[src/common/lsq_pkg.sv]
// shared widths, queue depth, memory size and control states for the load/store queue
package lsq_pkg;

  // byte address as the core sends it
  typedef logic [31:0] addr_t;

  // one memory word, load result or store data
  typedef logic [31:0] word_t;

  // destination register tag carried along with each request
  typedef logic [3:0] dest_t;

  // queue slot index, also sent to memory as the request id
  typedef logic [3:0] lsq_id_t;

  // number of queue slots, ids 0 to 14
  localparam int LSQ_DEPTH = 15;

  // data memory size in words
  // word index comes from address bits 11..2
  localparam int MEM_WORDS = 1024;

  // issue control states
  // idle     nothing held
  // active   at least one entry still waits for issue
  // drain    everything issued, answers or retirements still pending
  typedef enum logic [1:0] {
    IDLE   = 2'd0,
    ACTIVE = 2'd1,
    DRAIN  = 2'd2
  } ctrl_state_t;

endpackage

[src/hw/lsq/lsq_entry_store.sv]
// queue entry arrays with allocate, memory completion and issue/head read ports
`timescale 1ns/10ps

module lsq_entry_store import lsq_pkg::*; #(
  parameter int DEPTH = LSQ_DEPTH
) (
  input  logic    clk,
  input  logic    rst,
  // allocate port, written on the accept edge
  input  logic    i_alloc,
  input  lsq_id_t i_tail_id,
  input  lsq_id_t i_issue_id,
  input  lsq_id_t i_head_id,
  input  addr_t   i_addr,
  input  word_t   i_wdata,
  input  dest_t   i_dest,
  input  logic    i_is_store,
  // completion port from memory
  input  logic    i_cpl_valid,
  input  lsq_id_t i_cpl_id,
  input  word_t   i_cpl_data,
  // issue read port
  output addr_t   o_issue_addr,
  output word_t   o_issue_data,
  output logic    o_issue_store,
  // head read port
  output logic    o_head_done,
  output word_t   o_ret_data,
  output dest_t   o_ret_dest,
  output logic    o_ret_store
);

  // per-slot payload
  addr_t addr_q [DEPTH];
  // holds store data until issue, then the memory answer
  word_t data_q [DEPTH];
  dest_t dest_q [DEPTH];
  logic [DEPTH-1:0] store_q;

  // answer received for this slot
  logic [DEPTH-1:0] done_q;

  // request fields written once, data replaced on completion
  always_ff @(posedge clk) begin
    if (i_alloc) begin
      addr_q[i_tail_id]  <= i_addr;
      dest_q[i_tail_id]  <= i_dest;
      store_q[i_tail_id] <= i_is_store;
      data_q[i_tail_id]  <= i_wdata;
    end
    // a store answers with zero, which is what the core sees on retire
    if (i_cpl_valid) begin
      data_q[i_cpl_id] <= i_cpl_data;
    end
  end

  // done bits
  // alloc clears, completion sets
  // never the same slot on one edge since a fresh slot is not yet issued
  always_ff @(posedge clk) begin
    if (rst) begin
      done_q <= '0;
    end else begin
      if (i_alloc) begin
        done_q[i_tail_id] <= 1'b0;
      end
      if (i_cpl_valid) begin
        done_q[i_cpl_id] <= 1'b1;
      end
    end
  end

  // issue side reads the slot under the issue pointer
  assign o_issue_addr  = addr_q[i_issue_id];
  assign o_issue_data  = data_q[i_issue_id];
  assign o_issue_store = store_q[i_issue_id];

  // head side, done visible the cycle after the answer lands
  assign o_head_done = done_q[i_head_id];
  assign o_ret_data  = data_q[i_head_id];
  assign o_ret_dest  = dest_q[i_head_id];
  assign o_ret_store = store_q[i_head_id];

  // memory answers each issued slot exactly once
  a_single_cpl: assert property (@(posedge clk) disable iff (rst)
    i_cpl_valid |-> !done_q[i_cpl_id])
    else $error("lsq_entry_store: second completion for slot %0d", i_cpl_id);

  // an answer never lands on the slot being handed out
  a_cpl_not_alloc: assert property (@(posedge clk) disable iff (rst)
    (i_cpl_valid && i_alloc) |-> (i_cpl_id != i_tail_id))
    else $error("lsq_entry_store: completion hits slot under allocation");

endmodule

[config.mk]
export PLATFORM = sky130hd
export DESIGN_NAME = lsq_entry_store
export DESIGN_NICKNAME = d
export VERILOG_FILES = /design/src/common/lsq_pkg.sv /design/src/hw/lsq/lsq_entry_store.sv
export SDC_FILE = /design/constraint.sdc
export NUM_CORES = 1
export LEC_CHECK = 0
export ABC_AREA = 1
export BUFFER_PORTS_ARGS = -buffer_cell sky130_fd_sc_hd__buf_2
export CAP_MARGIN = 10
export CORE_MARGIN = 8
export CORE_UTILIZATION = 35
export DETAILED_ROUTE_END_ITERATION = 10
export PLACE_DENSITY_LB_ADDON = 0.05
export RECOVER_POWER = 100
export SLEW_MARGIN = 20
export SYNTH_ARGS = -nofsm -noshare
export SYNTH_HDL_FRONTEND = slang
export SYNTH_SLANG_ARGS = --single-unit
[constraint.sdc]
create_clock -name clk -period 9.55 [get_ports clk]
set_input_delay 0.955 -clock clk [delete_from_list [all_inputs] [get_ports clk]]
set_output_delay 0.955 -clock clk [all_outputs]
set_load 0.01 [all_outputs]
### Word level (Yosys, flattened, before mapping)

Memory sizes are Yosys's and may differ from the RTL's.
Cells that the tools add are included.

* register bits: 30
* latch bits: 0
* RAM bits: 1020
* memory bits (read-only): 0
* output and inout bits: 103
* logic and storage cells: 34
* memories kept: 3

Memory list
* addr_q: depth 15, width 32, read ports 1, clocked after Yosys merged registers in 0, write ports 1, RTL line lsq_entry_store.sv:34 `addr_t addr_q [DEPTH];`
* data_q: depth 15, width 32, read ports 2, clocked after Yosys merged registers in 0, write ports 2, RTL line lsq_entry_store.sv:36 `word_t data_q [DEPTH];`
* dest_q: depth 15, width 4, read ports 1, clocked after Yosys merged registers in 0, write ports 1, RTL line lsq_entry_store.sv:37 `dest_t dest_q [DEPTH];`

* add/sub/neg operators: 0
* multipliers: 0
* div/mod/pow operators: 0
* $lt $le $gt $ge: 6
* equal/unequal tests: 0
* shifts and indexed selects: 0
* muxes and demuxes: 18
* bitwise gates (word level): 3
* reduce and logical (&&, ||, !) cells: 2

Operators by type and width (count)
* 15-bit 2-to-1 mux: 3
* 4-bit by 5-bit less-than comparator with 1-bit output, second input constant: 4
* 15-bit AND: 1
* 15-bit bitwise mux: 1
* 15-bit NOT: 1
* 15-bit bitwise OR: 1
* 1-bit binary-select mux with 4-bit select: 3
* 1-bit 2-to-1 mux: 9
* 1-bit demux with 4-bit select: 2
* 4-bit by 1-bit greater-or-equal comparator with 1-bit output, second input constant: 2
* 1-bit logical AND: 2

### Longest topological paths before layout

* word-level depth: 10
* gate-level depth with buffers: 11

### Worst setup path before layout

OpenSTA, ideal clock, no wires.

* path type: input -> register
* start point: input port i_alloc
* end point: memory data_q[11][0] (netlist bit), enable pin
* library setup time: 0.466 ns
* arrival: 3.728 ns
* slack: 5.356 ns
* stages on the path: 3
* path through: clkbuf_1 -> nand3_1 -> o21ai_0

RTL lines
* start: declaration: RTL line lsq_entry_store.sv:10 `input logic i_alloc,`
* end: declaration: RTL line lsq_entry_store.sv:36

### Worst setup path in the final report

* start point: input port i_issue_id[3]
* end point: output port o_issue_data[31]

* longest elaborated chain between the ends: 1

Ends and longest elaborated chain
* start: declaration: RTL line lsq_entry_store.sv:12 `input lsq_id_t i_issue_id,`
* memory read 15 x 32 bit
* end: declaration: RTL line lsq_entry_store.sv:24 `output word_t o_issue_data,`

No other way between the ends.

==> metrics <==
outcome finished, violations left; violated checks capacitance limit, slew limit; number of hold violations in the final report 0; sequential share of the synthesized area 0.579; Critical R2R Capture done_q[14]; number of optimization iterations in the first detailed-route pass 5; total clock sinks 1050; max-slew violation count 2271; final setup violation count 0; area share of the leading cell type in the synthesized netlist 0.573; critical register-to-register path startpoint done_q[14]; via density per instance 5.12; global router's overall resource usage 0.233; filler instances 15745; area of the multi-input gates 0.0184 mm²; CTS H-tree depth 4; setup slack of the worst register-to-register path 8.78 ns; crit path cell chain buf_4 > clkinvlp_2 > buf_4 > nand3_1 > nand2_1 > clkbuf_1; warning count from the yosys run 0; Maximum Capacitance Violations 51; synthesized flop and latch total 1050; buffers added on ports 223; Slew headroom -2.01; transition time of the tightest slew-check pin 4.51 ns; maximum clock insertion buffer count 3; die height 410 µm; number of antenna violations at the first check in global routing 16; Post-DP HPWL 96300 µm; post-placement cell count 8387; logic gate share of total power 0.103; DRC violations left 0; placer congestion estimate 0.780; largest area contributor in the netlist sky130_fd_sc_hd__edfxtp_1; summed area of non-filler cells in the final layout 0.0607 mm²; number of buffers inserted for hold repair after clock tree synthesis 0; slowest cell on the critical path sky130_fd_sc_hd__clkinvlp_2; row cnt 144; area of the die 0.168 mm²; Top-Level Pins 224; total congestion overflow 0; most numerous cell on the critical path sky130_fd_sc_hd__buf_4; Area after DPL 0.0568 mm²; Post-synth EDFFs 1035; number of buffers inserted during clock tree synthesis 134; Worst Hold Depth 2; CTS-repair resized insts 0; average cell area after synthesis 8.29 µm²; later-pin clock latency in the skew report 0.76 ns; Worst Path Required 8.60 ns; most instantiated flip-flop cell in the synthesis netlist sky130_fd_sc_hd__edfxtp_1; power density normalized to cell area 190 mW/mm²; clock network fraction of design power 0.441; WP depth 6; sequential cell area 0.0314 mm²; cell class contributing the biggest share of worst-path delay buffers and inverters; Post-Synthesis Net Count 6657; setup repair after global routing missed its margin false; Die Width 410 µm; peak clock frequency supported by timing 140 MHz; Routed WL 201000 µm; Initial Utilization 0.352; P_sw 2990 µW; Clk pin slew, worst setup/hold paths 0.05 ns; kind of end point of the critical path primary output; ranking of synthesized cells by instance count sky130_fd_sc_hd__nand2_1 (2649), sky130_fd_sc_hd__nand3_1 (1036), sky130_fd_sc_hd__edfxtp_1 (1035), sky130_fd_sc_hd__inv_1 (689), sky130_fd_sc_hd__o21ai_0 (489); Clock Root Buffer sky130_fd_sc_hd__clkbuf_16; path type of the worst min-delay path reg -> reg; post-CTS setup-driven buffer insertion count 0; CP arrival 6.21 ns; worst setup path endpoint o_issue_data[31]; vias after detailed routing 44182; peak supply drop 0.000169 V; longest individual stage delay on the worst path 2.68 ns; number of nets at the end of the flow 6600; clock tree from TritonCTS done; final worst path period share 0.750; crit path kind in -> out; post-synthesis cell count 6536; worst clock skew 0 ns; launching element type of the critical path input port; most area-consuming cells after synthesis sky130_fd_sc_hd__edfxtp_1 (57%), sky130_fd_sc_hd__nand2_1 (18%), sky130_fd_sc_hd__nand3_1 (9.6%); area growth from synthesis to layout 12.0%; via count of the first global-routing pass 42924; most instantiated library cell after synthesis sky130_fd_sc_hd__nand2_1; mean routed wirelength per cell 23.3 µm; leakage power 0.0263 µW; DRT iter0 DRCs 3554; launch instance of the worst min-delay path done_q[6]; fraction of final layout cells with drive strength greater than 1 0.0513; CORE AREA 0.154 mm²; asr flop ratio synth 0; summed instance area of the synthesized netlist 0.0542 mm²; final cell count without fillers 8635; first-pass GRT wire length 295000 µm; final sum of negative setup slack 0 ns; crit-path max FO 40; Worst Setup SP i_issue_id[3]; share of power burned in registers 0.456; Distinct cells, synth 22; final-layout worst hold slack 0.460 ns; critical path buffer and inverter count 4; maximum number of pins on one net before global-route repair 159; sw frac 0.260; design internal power 8520 µW; number of nets with antenna violations after detailed routing 0; FF-to-FF path depth 2; final core area utilization 0.395; crit path time final 7.16 ns
==> cell type report <==
type | count | area share
inverter | 695 | 0.0436
multi-input combinational | 4305 | 0.303
sequential | 1050 | 0.517
clock inverter | 73 | 0.0139
clock buffer | 169 | 0.0577
tap | 2044 | 0.0421
timing repair buffer | 293 | 0.0231
antenna | 6 | 0.000247
==> worst min-delay path by stage <==
stage	slack (ns)	end
2_1_floorplan	0.43	done_q[2]
3_3_place_gp	0.45	done_q[4]
3_5_place_dp	0.45	done_q[6]
4_1_cts	0.46	done_q[6]
5_1_grt	0.49	done_q[8]
6_report	0.46	done_q[6]
==> routing by layer <==
metal | vias up | global-route usage | wire [µm]
met5 | - | 0 | 69
met4 | 10 | 0.0794 | 6840
met2 | 1462 | 0.389 | 94500
met1 | 21192 | 0.310 | 87800
met3 | 377 | 0.0373 | 12000
li1 | 21141 | - | -
==> cell families after synthesis <==
| family | after synthesis | share of synthesized area |
|---|---|---|
| AOI/OAI and AO/OA | 554 | 0.0512 |
| buffers and inverters | 1181 | 0.0852 |
| DFF | 1050 | 0.579 |
| and+or+nand+nor | 3751 | 0.285 |
==> placed cells by master (no fill, tap or decap), types with 4 or more instances in the layout <==
cell	instances
sky130_fd_sc_hd__nand3_4	4
sky130_fd_sc_hd__nor2_4	6
sky130_fd_sc_hd__inv_8	4
sky130_fd_sc_hd__nand2_1	2641
sky130_fd_sc_hd__inv_6	6
sky130_fd_sc_hd__o21ai_4	5
sky130_fd_sc_hd__o21ai_0	487
sky130_fd_sc_hd__a21oi_1	61
sky130_fd_sc_hd__clkbuf_16	135
sky130_fd_sc_hd__nand2_4	4
sky130_fd_sc_hd__or2_2	8
sky130_fd_sc_hd__buf_2	85
sky130_fd_sc_hd__edfxtp_1	1035
sky130_fd_sc_hd__nor2_1	46
sky130_fd_sc_hd__buf_12	4
sky130_fd_sc_hd__bufinv_16	14
sky130_fd_sc_hd__clkbuf_1	211
sky130_fd_sc_hd__buf_4	22
sky130_fd_sc_hd__clkinv_2	17
sky130_fd_sc_hd__nand2_2	4
sky130_fd_sc_hd__nand3_1	1033
sky130_fd_sc_hd__clkinv_8	8
sky130_fd_sc_hd__clkinv_1	35
sky130_fd_sc_hd__inv_1	678
sky130_fd_sc_hd__dfxtp_1	15
sky130_fd_sc_hd__diode_2	6
==> metrics by stage <==
stage / total power (µW) / setup WS, ns
2_1_floorplan: 6050 / 5.36
3_3_place_gp: 6530 / 4.23
3_5_place_dp: 6540 / 4.25
4_1_cts: 11600 / 4.24
5_1_grt: 11900 / 2.21
6_report: 11500 / 2.39
==> power groups by stage <==
stage	Sequential (µW)	Clock (µW)	Combinational, µW
global route	5270	5360	1310
floorplan	5330	0	713
CTS	5240	5190	1200
finish	5250	5080	1180
global placement	5340	0	1190
detailed placement	5340	0	1200
==> worst reg2reg max path, stage by stage, from the launching register on <==
cell	delay (ns)
sky130_fd_sc_hd__dfxtp_1	0.30
sky130_fd_sc_hd__o21ai_0	0.07
sky130_fd_sc_hd__a21oi_1	0.09
==> flip-flops by register name (all words and copies together), names as in the netlist <==
register,count
data_q,480
store_q,15
dest_q,60
done_q,15
addr_q,480
(Power assumes the default switching activity.)
