[config.mk]
export PLATFORM = sky130hd
export DESIGN_NAME = lsq_ctrl
export DESIGN_NICKNAME = d
export VERILOG_FILES = /design/src/common/lsq_pkg.sv /design/src/hw/lsq/lsq_ctrl.sv
export SDC_FILE = /design/constraint.sdc
export NUM_CORES = 1
export LEC_CHECK = 0
export BUFFER_PORTS_ARGS = -buffer_cell sky130_fd_sc_hd__buf_2
export CAP_MARGIN = 20
export CORE_ASPECT_RATIO = 1.2
export CORE_MARGIN = 5
export CORE_UTILIZATION = 35
export DETAILED_ROUTE_END_ITERATION = 7
export GPL_ROUTABILITY_DRIVEN = 0
export PLACE_DENSITY = 0.63
export REMOVE_ABC_BUFFERS = 1
export SLEW_MARGIN = 20
export SYNTH_ARGS = -nofsm -noshare
export SYNTH_HDL_FRONTEND = slang
export SYNTH_SLANG_ARGS = --single-unit
[constraint.sdc]
create_clock -name clk -period 4.91 [get_ports clk]
set_input_delay 0.491 -clock clk [delete_from_list [all_inputs] [get_ports clk]]
set_output_delay 0.491 -clock clk [all_outputs]
set_load 0.005 [all_outputs]
[src/common/lsq_pkg.sv]
// shared widths, queue depth, memory size and control states for the load/store queue
package lsq_pkg;

  // byte address as the core sends it
  typedef logic [31:0] addr_t;

  // one memory word, load result or store data
  typedef logic [31:0] word_t;

  // destination register tag carried along with each request
  typedef logic [3:0] dest_t;

  // queue slot index, also sent to memory as the request id
  typedef logic [3:0] lsq_id_t;

  // number of queue slots, ids 0 to 14
  localparam int LSQ_DEPTH = 15;

  // data memory size in words
  // word index comes from address bits 11..2
  localparam int MEM_WORDS = 1024;

  // issue control states
  // idle     nothing held
  // active   at least one entry still waits for issue
  // drain    everything issued, answers or retirements still pending
  typedef enum logic [1:0] {
    IDLE   = 2'd0,
    ACTIVE = 2'd1,
    DRAIN  = 2'd2
  } ctrl_state_t;

endpackage

[src/hw/lsq/lsq_ctrl.sv]
// ring pointers, occupancy and unissued counts, issue FSM, retire and full/empty flags
`timescale 1ns/10ps

module lsq_ctrl import lsq_pkg::*; #(
  parameter int DEPTH = LSQ_DEPTH
) (
  input  logic    clk,
  input  logic    rst,
  input  logic    i_mem_rd,
  input  logic    i_mem_wr,
  input  logic    i_head_done,
  input  logic    i_stall,
  output logic    o_alloc,
  output lsq_id_t o_tail_id,
  output lsq_id_t o_issue_id,
  output lsq_id_t o_head_id,
  output logic    o_issue_valid,
  output logic    o_ret_valid,
  output logic    o_full,
  output logic    o_empty
);

  // counters must hold 0..DEPTH
  localparam int CW = $clog2(DEPTH + 1);

  lsq_id_t     tail_ptr;
  lsq_id_t     issue_ptr;
  lsq_id_t     head_ptr;
  logic [CW-1:0] count;
  logic [CW-1:0] count_nxt;
  logic [CW-1:0] unissued;
  logic [CW-1:0] unissued_nxt;
  ctrl_state_t state;
  ctrl_state_t state_nxt;
  logic        accept;
  logic        issue;
  logic        retire;

  // ring increment, wraps after the last slot
  function automatic lsq_id_t ptr_inc(input lsq_id_t ptr);
    lsq_id_t nxt;
    if (ptr == lsq_id_t'(DEPTH - 1)) begin
      nxt = '0;
    end else begin
      nxt = ptr + lsq_id_t'(1);
    end
    return nxt;
  endfunction

  // request from core, core is expected to respect o_full
  assign accept = (i_mem_rd | i_mem_wr) & ~o_full;
  assign issue  = o_issue_valid;
  assign retire = o_ret_valid;

  // next occupancy, accept and retire may share an edge
  assign count_nxt    = count + CW'(accept) - CW'(retire);
  // entries accepted but not yet sent to memory
  assign unissued_nxt = unissued + CW'(accept) - CW'(issue);

  always_ff @(posedge clk) begin
    if (rst) begin
      tail_ptr  <= '0;
      issue_ptr <= '0;
      head_ptr  <= '0;
      count     <= '0;
      unissued  <= '0;
      state     <= IDLE;
    end else begin
      if (accept) begin
        tail_ptr <= ptr_inc(tail_ptr);
      end
      if (issue) begin
        issue_ptr <= ptr_inc(issue_ptr);
      end
      if (retire) begin
        head_ptr <= ptr_inc(head_ptr);
      end
      count    <= count_nxt;
      unissued <= unissued_nxt;
      state    <= state_nxt;
    end
  end

  // state follows what the counters will hold after this edge
  always_comb begin
    state_nxt = state;
    case (state)
      IDLE: begin
        if (unissued_nxt != '0) begin
          state_nxt = ACTIVE;
        end
      end
      ACTIVE: begin
        if (count_nxt == '0) begin
          state_nxt = IDLE;
        end else if (unissued_nxt == '0) begin
          state_nxt = DRAIN;
        end
      end
      DRAIN: begin
        // new request arrived while waiting on answers
        if (unissued_nxt != '0) begin
          state_nxt = ACTIVE;
        end else if (count_nxt == '0) begin
          state_nxt = IDLE;
        end
      end
      default: begin
        state_nxt = IDLE;
      end
    endcase
  end

  // memory stall holds the issue pointer
  assign o_issue_valid = (state == ACTIVE) & ~i_stall;

  // head retires as soon as its answer is in, no core back-pressure
  assign o_ret_valid = (count != '0) & i_head_done;

  assign o_alloc    = accept;
  assign o_tail_id  = tail_ptr;
  assign o_issue_id = issue_ptr;
  assign o_head_id  = head_ptr;
  assign o_full     = (count == CW'(DEPTH));
  assign o_empty    = (count == '0);

  // occupancy bounded by the ring size
  a_count_bound: assert property (@(posedge clk) disable iff (rst)
    count <= CW'(DEPTH))
    else $error("lsq_ctrl: occupancy above queue depth");

  // core may not strobe a request while the queue is full
  a_no_accept_full: assert property (@(posedge clk) disable iff (rst)
    o_full |-> !(i_mem_rd || i_mem_wr))
    else $error("lsq_ctrl: request strobed while full");

endmodule

# ---- Word level (Yosys, flattened, before mapping)
# Index checks and enable logic that the tools add are counted.
dict set report totals {
  regBits 22
  in_bits 6
  out_inout_bits 17
}
dict set report op_classes {
  add_sub_neg 7
  n_eq_ne 9
  muxes 9
  n_bitwise 6
  n_reduce_logical 7
}
# operator n
set ops {}
lappend ops {{== test 4 bit, second input constant} 4}
lappend ops {{adder 4 x 1 -> 4 bit, second input constant} 3}
lappend ops {{zero test 4 bit} 3}
lappend ops {{2-to-1 mux 4 bit} 3}
lappend ops {{2-to-1 mux 2 bit} 5}
lappend ops {{adder 4 x 1 -> 4 bit} 2}
lappend ops {{nonzero test 4 bit} 2}
lappend ops {{subtractor 4 x 1 -> 4 bit} 2}
lappend ops {{!= test 3 bit, second input constant} 2}
lappend ops {{one-hot mux 2 bit (3 select lines)} 1}
lappend ops {{bitwise AND 1 bit} 3}
lappend ops {{AND reduction 3 bit} 1}
lappend ops {{== test 2 x 1 -> 1 bit, second input constant} 1}
lappend ops {{== test 2 bit, second input constant} 1}
lappend ops {{zero test 2 bit} 1}
lappend ops {{!= test 2 bit, second input constant} 1}
lappend ops {{NOT 1 bit} 2}
lappend ops {{bitwise OR 1 bit} 1}

# ---- Longest topological paths before layout
# Gate-level depths: netlist of the first run.
dict set report depth {
  depth_word 9
  mapped_depth 13
}

# ---- Least setup slack after synthesis of the first run
# No wires, ideal clock.
dict set report synth_path {
  kind {register to register}
  startpoint {register count[2]}
  endpoint {register state[0]}
  t_arrival_ns 2.314
  required_time_ns 4.782
  slack_ns 2.468
  path_stages_with_launch 14
  path_buffers 0
  period_less_slack_ns 2.442
  cell_sequence {dfxtp_1 > inv_1 > ha_1 > nor3b_4 > nor2_2 > ha_1 > inv_1 > ha_1 > inv_1 > fa_1 > xor2_1 > nand3b_1 > o31ai_1 > a22oi_1}
}
dict set report synth_via {
  elab_cells_between_ends 19
  classes_between {4 x add/sub; 4 x eq/ne; 3 x mux; 3 x bitwise; 5 x reduce/logical}
}
# element line
set synth_lines {}
lappend synth_lines {{start, declared} lsq_ctrl.sv:29} ;# logic [CW-1:0] count;
lappend synth_lines {{start signal, assigned} lsq_ctrl.sv:78} ;# count <= count_nxt;
lappend synth_lines {{nonzero test 4 bit *} lsq_ctrl.sv:118} ;# assign o_ret_valid = (count != '0) & i_head_done;
lappend synth_lines {{bitwise AND 1 bit *} lsq_ctrl.sv:118}
lappend synth_lines {{named net o_ret_valid} lsq_ctrl.sv:18} ;# output logic o_ret_valid,
lappend synth_lines {{subtractor 4 x 1 -> 4 bit *} lsq_ctrl.sv:56} ;# assign count_nxt = count + CW'(accept) - CW'(retire);
lappend synth_lines {{zero test 4 bit *} {lsq_ctrl.sv:94, lsq_ctrl.sv:104}}
lappend synth_lines {{!= test 3 bit (no line) / 2-to-1 mux 2 bit (equally long branches)} -}
lappend synth_lines {{AND reduction 3 bit (no line) / one-hot mux 2 bit (3 select lines) (equally long branches)} -}
lappend synth_lines {{end signal, assigned} lsq_ctrl.sv:80} ;# state <= state_nxt;
lappend synth_lines {{end, declared} lsq_ctrl.sv:33} ;# ctrl_state_t state;
# The timed path passes the listed nets; every way through them passes the cells marked *.
# A chain may end at the register's enable or synchronous reset.

# ---- Final worst setup path of the first run
dict set report layout_path {
  startpoint {register count[2]}
  endpoint {register state[0]}
}
dict set report layout_via {
  elab_chain_cells 8
  elab_cells_between_ends 19
  classes_between {4 x add/sub; 4 x eq/ne; 3 x mux; 3 x bitwise; 5 x reduce/logical}
}
# element line
set layout_rtl {}
lappend layout_rtl {{== test 4 bit} lsq_ctrl.sv:124} ;# assign o_full = (count == CW'(DEPTH));
lappend layout_rtl {{NOT 1 bit} lsq_ctrl.sv:51} ;# assign accept = (i_mem_rd | i_mem_wr) & ~o_full;
lappend layout_rtl {{bitwise AND 1 bit} lsq_ctrl.sv:51}
lappend layout_rtl {{adder 4 x 1 -> 4 bit, on equally long branches} {lsq_ctrl.sv:56, lsq_ctrl.sv:58}}
lappend layout_rtl {{subtractor 4 x 1 -> 4 bit, on equally long branches} {lsq_ctrl.sv:56, lsq_ctrl.sv:58}}
lappend layout_rtl {{zero test 4 bit, or another cell as far along} {lsq_ctrl.sv:94, lsq_ctrl.sv:104}}
lappend layout_rtl {{!= test 3 bit (no line), or another cell as far along} -}
lappend layout_rtl {{AND reduction 3 bit (no line) / one-hot mux 2 bit (3 select lines) (equally long branches)} -}
# Several ways; a longest one is shown, not always the timed one.

==> results by group, run 1 <==
STA
  • Clock Skew: 0.00583 ns
  • Worst setup margin: 2.29 ns
  • Period utilization: 0.533
  • Max Freq: 0.382 GHz
  • Worst-margin pin slew: 0.368 ns
  • Slew Limit Fails: 0
  • Final Hold Viols: 0
  • Unrepaired setup endpoints after global routing: no
  • # setup viols final: 0
  • Total negative slack: 0 ns
  • Crit path time final: 2.62 ns
  • Slew HR: 0.755

Power
  • Leak: 0.000687 uW
  • Gate power share: 0.520
  • Pwr Density: 557 nW/um^2
  • Internal power: 471 uW
  • Clock power frac: 0.137
  • Peak supply drop: 0.277 mV
  • Sw Pwr: 309 uW
  • Power, Total: 780 uW
  • Reg power frac: 0.343
  • Switching share of power: 0.396

Logic synthesis
  • Synth unique cells: 35
  • Cell Area, Synth: 1210 sq um
  • Avg Inst Size Synth: 8.91 sq um
  • Post-Synth XOR/XNOR Area: 0.0362
  • Number of flops mapped to enable cells by yosys: 0
  • Synth area leader: dfxtp_1
  • Top-count cell post-synth: dfxtp_1
  • Top cells by count, synth: 22 x dfxtp_1, 21 x inv_1, 11 x a21oi_1, 11 x nor2_1, 10 x ha_1
  • Post-synthesis sequential area ratio: 0.364
  • Post-Synth Adder-Cell Area: 0.136
  • Share of the synthesized area in the top cell type: 0.364
  • Dominant synthesized flop cell: dfxtp_1
  • Synthesized flop and latch total: 22
  • Syn. warnings: 0
  • Mapped Cells: 136
  • Post-synthesis mux area share: 0.0413
  • Main combinational cell family by area after synthesis: simple AND/OR/NAND/NOR gates
  • Simple-Gate Fraction of Synth Area: 0.178
  • Largest cells by area after synthesis: dfxtp_1 36%, ha_1 10%, inv_1 6.5%
  • Async S/R FF share, synth: 0
  • Compound-gate portion of the synthesized area: 0.173

Critical path
  • CP Launch Type: flop
  • Largest fanout on the critical path: 6
  • Critical path class: reg2reg
  • Reg2Reg Setup Slack: 2.29 ns
  • Reg2reg path depth: 13
  • WP data required: 5.05 ns
  • Critical path arrival: 2.76 ns
  • CP Capture Type: flop

Floorplan
  • Row cnt: 23
  • Die Y: 74.4 um
  • Num ports: 23
  • Die area: 4740 sq um
  • Core area: 3340 sq um
  • Initial core utilization: 0.363
  • Die width: 63.7 um

Hold path
  • Hold crit path type: reg2reg
  • Hold Path Depth: 1

Global routing
  • GRT overflow: 0
  • Pin count of the biggest net entering global routing: 21
  • M1 GR Usage: 0.114
  • Vias in the first global route: 946
  • Busiest grt layer: met2
  • Total track usage: 0.101
  • Met2 Usage GRT: 0.186
  • Met3 Use GR: 0.0257
  • First-pass GRT wire length: 3.88 mm
  • Initial antenna violation count: 0

Placed design
  • Pre-CTS setup slack: 2.31 ns
  • Port bufs: 22
  • Post-DP HPWL: 1.85 mm
  • Placed Cells: 193

Finish
  • Share of layout cells above drive strength 1: 0.182
  • Multi-input gate area: 683 sq um
  • Fillers: 330
  • Fin util: 0.419
  • Diode count: 0
  • Layout Nets: 179
  • Final std cells w/o fill: 196
  • P&R area growth vs syn: 15.6%
  • Reg area: 440 sq um

Drt
  • WL final: 2.33 mm
  • DRC violations left: 0
  • Final ANT Viol Nets: 0
  • First DRT Iteration DRCs: 10
  • Drt pass-1 iters: 4
  • Routed wire per std cell: 11.9 um
  • DR vias/cell: 5.18
  • Total number of vias: 1015

Clock network
  • Setup Buffers After CTS: 0
  • Worst-Skew Late Latency: 0.26 ns
  • Post-CTS Hold Fix Bufs: 0
  • Worst-path clk slew: 0.07 ns
  • H-tree depth: 1
  • TritonCTS Buffers: 3
  • Root buffer cell: clkbuf_8
  • CTS tree: yes
  • CTS sink cnt: 22
  • Worst-case clock buffer depth: 2
  • CTS resizes: 0

Status
  • Run status: complete, no violations

Job
  • Maxcap violations: 0
## per-layer routing
| metal | wire, um | part of all wire | vias to the layer above |
|---|---|---|---|
| li1 | - | - | 516 |
| met1 | 1000 | 0.43 | 474 |
| met2 | 1200 | 0.52 | 21 |
| met3 | 86 | 0.037 | 4 |
| met4 | 34 | 0.015 | 0 |
| met5 | 0 | 0 | - |
## worst paths after layout
path / to / start
max: state[0] / count[2]
min: state[0] / state[0]
max reg2reg: state[0] / count[2]
min reg2reg: state[0] / state[0]
## power by group through the flow
| stage | Sequential [uW] | Combinational [uW] | Clock (uW) |
|---|---|---|---|
| after global routing | 275 | 467 | 118 |
| after floorplan | 265 | 313 | 0 |
| after CTS | 268 | 415 | 111 |
| final | 267 | 406 | 107 |
| after global placement | 271 | 394 | 0 |
| after detailed placement | 272 | 410 | 0 |
## placed cells by master, fill, tap and decap left out, types with 5 or more instances in the layout
master and count:
dfxtp_1 22, ha_1 10, buf_2 22, a21oi_1 11
mux2i_1 5, nor2b_1 5, nor2_1 11, inv_1 21
## state kept, by name (all words and copies together) (netlist names)
| signal | flops |
|---|---|
| unissued | 4 |
| state | 2 |
| count | 4 |
| o_issue_id | 4 |
| o_tail_id | 4 |
| o_head_id | 4 |
## critical path, stage by stage, from the launching register on
cell,delay (ns)
dfxtp_1,0.33
inv_1,0.06
ha_1,0.19
nor3b_4,0.16
nor2_2,0.20
ha_1,0.26
inv_1,0.06
ha_1,0.15
inv_1,0.06
fa_1,0.38
xor2_1,0.21
nand3b_1,0.12
o31ai_1,0.21
a22oi_1,0.12
## metrics by stage
step / area, sq um / hold WS, ns
after detailed placement: 1360 / 0.522
after global placement: 1360 / 0.502
after CTS: 1400 / 0.532
after global routing: 1400 / 0.539
after floorplan: 1200 / 0.475
final: 1400 / 0.525
## cell type report
type,instances,share of cell area
inverters,21,0.0563
well taps,37,0.0331
flip-flops and latches,22,0.315
repair buffers,22,0.0786
multi-input cells,91,0.488
clock buffers,3,0.0295
## kinds of logic (layout without fill, tap and decap cells)
kind of cell / Yosys count / after routing
compound gates: 31 / 31
fa+ha+maj: 12 / 12
xor+xnor: 5 / 5
mux: 5 / 5
flops: 22 / 22
simple gates: 38 / 38
buf+inv: 23 / 46
No activity file was read; power rests on OpenSTA's default activity.
==> run 2, diff against run 1 <==
Settings changed: ABC_AREA from default to 1, PLACE_DENSITY 0.63 to 0.62.
Clock period 4.91 ns to 2.65 ns, I/O delays scaled along.
==> run 2 against run 1 <==
Compared with the run above: routed wire length increased by 2.0%; sequential share of layout area decreased by 2.0 points; worst setup slack got worse by 2.0 ns; via count increased by 10%; power increased by 93%; non-clock buffer count unchanged; cell count increased by 23%; largest cell class unchanged.
==> results by group, run 2 <==
Critical path
  • Critical path arrival: 2.51 ns
  • CP Capture Type: flop
  • Critical path class: reg2reg
  • CP Launch Type: flop
  • Largest fanout on the critical path: 7
  • WP data required: 2.80 ns

Logic synthesis
  • Synthesized flop and latch total: 22
  • Dominant synthesized flop cell: dfxtp_1
  • Post-Synth XOR/XNOR Area: 0
  • Top cells by count, synth: 39 x nand2_1, 35 x inv_1, 22 x dfxtp_1
  • Top-count cell post-synth: nand2_1
  • Syn. warnings: 0
  • Mapped Cells: 178
  • Post-synthesis mux area share: 0
  • Async S/R FF share, synth: 0
  • Cell Area, Synth: 1270 sq um
  • Synth area leader: dfxtp_1
  • Synth unique cells: 23
  • Largest cells by area after synthesis: dfxtp_1 35%, nand2_1 12%, inv_1 10%
  • Simple-Gate Fraction of Synth Area: 0.326
  • Compound-gate portion of the synthesized area: 0.0720
  • Main combinational cell family by area after synthesis: simple AND/OR/NAND/NOR gates
  • Share of the synthesized area in the top cell type: 0.347
  • Avg Inst Size Synth: 7.13 sq um
  • Post-Synth Adder-Cell Area: 0.130
  • Post-synthesis sequential area ratio: 0.347
  • Number of flops mapped to enable cells by yosys: 0

Floorplan
  • Core area: 3570 sq um
  • Num ports: 23
  • Die width: 65.0 um
  • Die area: 4930 sq um
  • Die Y: 76.0 um
  • Row cnt: 24
  • Initial core utilization: 0.355

Clock network
  • CTS sink cnt: 22
  • Root buffer cell: clkbuf_8
  • CTS tree: yes
  • Setup Buffers After CTS: 0
  • Worst-case clock buffer depth: 2
  • Worst-path clk slew: 0.08 ns
  • H-tree depth: 1
  • Post-CTS Hold Fix Bufs: 0
  • Worst-Skew Late Latency: 0.26 ns
  • CTS resizes: 0
  • TritonCTS Buffers: 3

Drt
  • Routed metal-1 wirelength: 1.09 mm
  • DR top layer: met4
  • Met3 WL: 134 um
  • Total number of vias: 1119
  • First DRT Iteration DRCs: 39
  • Final ANT Viol Nets: 0
  • DR WL met2: 1.12 mm
  • WL final: 2.38 mm
  • Drt pass-1 iters: 4
  • Routed wire per std cell: 9.81 um
  • DR vias/cell: 4.62
  • DRC violations left: 0

Placed design
  • Post-DP HPWL: 1.96 mm
  • Port bufs: 22

STA
  • Slew HR: 0.789
  • Total negative slack: 0 ns
  • Slew Limit Fails: 0
  • # setup viols final: 0
  • Worst-margin pin slew: 0.315 ns
  • Fin Hold WS: 0.309 ns
  • Unrepaired setup endpoints after global routing: no
  • Clock Skew: 0.00186 ns
  • Period utilization: 0.889
  • Max Freq: 0.424 GHz
  • Final Hold Viols: 0
  • Crit path time final: 2.36 ns

Power
  • Leak: 0.000783 uW
  • Reg power frac: 0.314
  • Internal power: 900 uW
  • Clock power frac: 0.208
  • Pwr Density: 1000 nW/um^2
  • Sw Pwr: 601 uW
  • Gate power share: 0.478
  • Power, Total: 1500 uW
  • Peak supply drop: 0.505 mV
  • Switching share of power: 0.401

Global routing
  • Initial antenna violation count: 0
  • Pin count of the biggest net entering global routing: 14
  • GRT overflow: 0
  • First-pass GRT wire length: 4.23 mm
  • Total track usage: 0.104
  • Vias in the first global route: 1052

Finish
  • Share of layout cells above drive strength 1: 0.197
  • Reg area: 440 sq um
  • P&R area growth vs syn: 17.8%
  • Layout Nets: 222
  • Multi-input gate area: 671 sq um
  • Diode count: 0
  • Most common cell after layout, fill and taps aside: nand2_1
  • Commonest non-fill, non-tap cells in the layout: 39 x nand2_1, 35 x inv_1, 22 x dfxtp_1, 22 x buf_2, 19 x nor2_1
  • Fillers: 391

Hold path
  • Hold crit path type: in2reg

Status
  • Run status: complete, no violations

Job
  • Maxcap violations: 0
[run 2: changes by cell type after synthesis, moves of 5 or more]
cell,delta
nand2_1,+36
inv_2,+5
inv_1,+14
nand3_1,+7
mux2i_1,-5
nor2_1,+8
nor2b_1,-5
[run 2: cells by family (layout without fill, tap and decap cells)]
kind of cell / Yosys count / count (layout)
and+or+nand+nor: 85 / 85
DFF: 22 / 22
AOI/OAI and AO/OA: 17 / 17
buffers and inverters: 42 / 67
adders and majority gates: 12 / 12
[run 2: cell type report]
cell class                 instances  share of cell area
multi-input combinational        114               0.449
sequential                        22               0.295
inverter                          41               0.103
timing repair buffer              22              0.0736
tap                               39              0.0326
clock buffer                       3              0.0276
clock inverter                     1              0.0201
[run 2: worst paths after layout]
check	startpoint	end	slack (ns)	cells after the start
setup / recovery	count[2]	state[0]	0.29	15
hold / removal	rst	unissued[1]	0.31	2
setup reg to reg	count[2]	state[0]	0.29	15
hold reg to reg	o_head_id[3]	o_head_id[3]	0.47	2
[run 2: power by group through the flow]
stage	combinational [uW]	clock, uW	sequential [uW]
6_report	717	313	471
5_1_grt	845	338	485
4_1_cts	731	323	473
3_5_place_dp	726	0	481
3_3_place_gp	714	0	481
2_1_floorplan	567	0	472
[run 2: stage by stage]
stage	cells	setup WS, ns	util	instance area (sq um)
2_1_floorplan	177	0.417	-	1260
3_3_place_gp	238	0.350	0.398	1420
3_5_place_dp	238	0.286	0.398	1420
4_1_cts	242	0.277	0.418	1500
5_1_grt	242	0.109	0.418	1500
6_report	242	0.293	0.418	1500
[run 2: worst max-delay path, cell delays in order (launching register included)]
cell	delay [ns]
dfxtp_1	0.34
inv_1	0.06
ha_1	0.20
nand3_2	0.07
inv_2	0.06
nor2_8	0.13
ha_1	0.24
inv_1	0.06
ha_1	0.15
inv_1	0.05
fa_1	0.50
nand2_1	0.06
nor2_1	0.09
nand3_1	0.11
nand2_1	0.07
a21oi_1	0.05
[run 2: layer usage]
layer	vias to the layer above	GRT usage
li1	597	-
met3	4	0.0266
met4	0	0.0402
met1	490	0.121
met5	-	0
met2	28	0.180
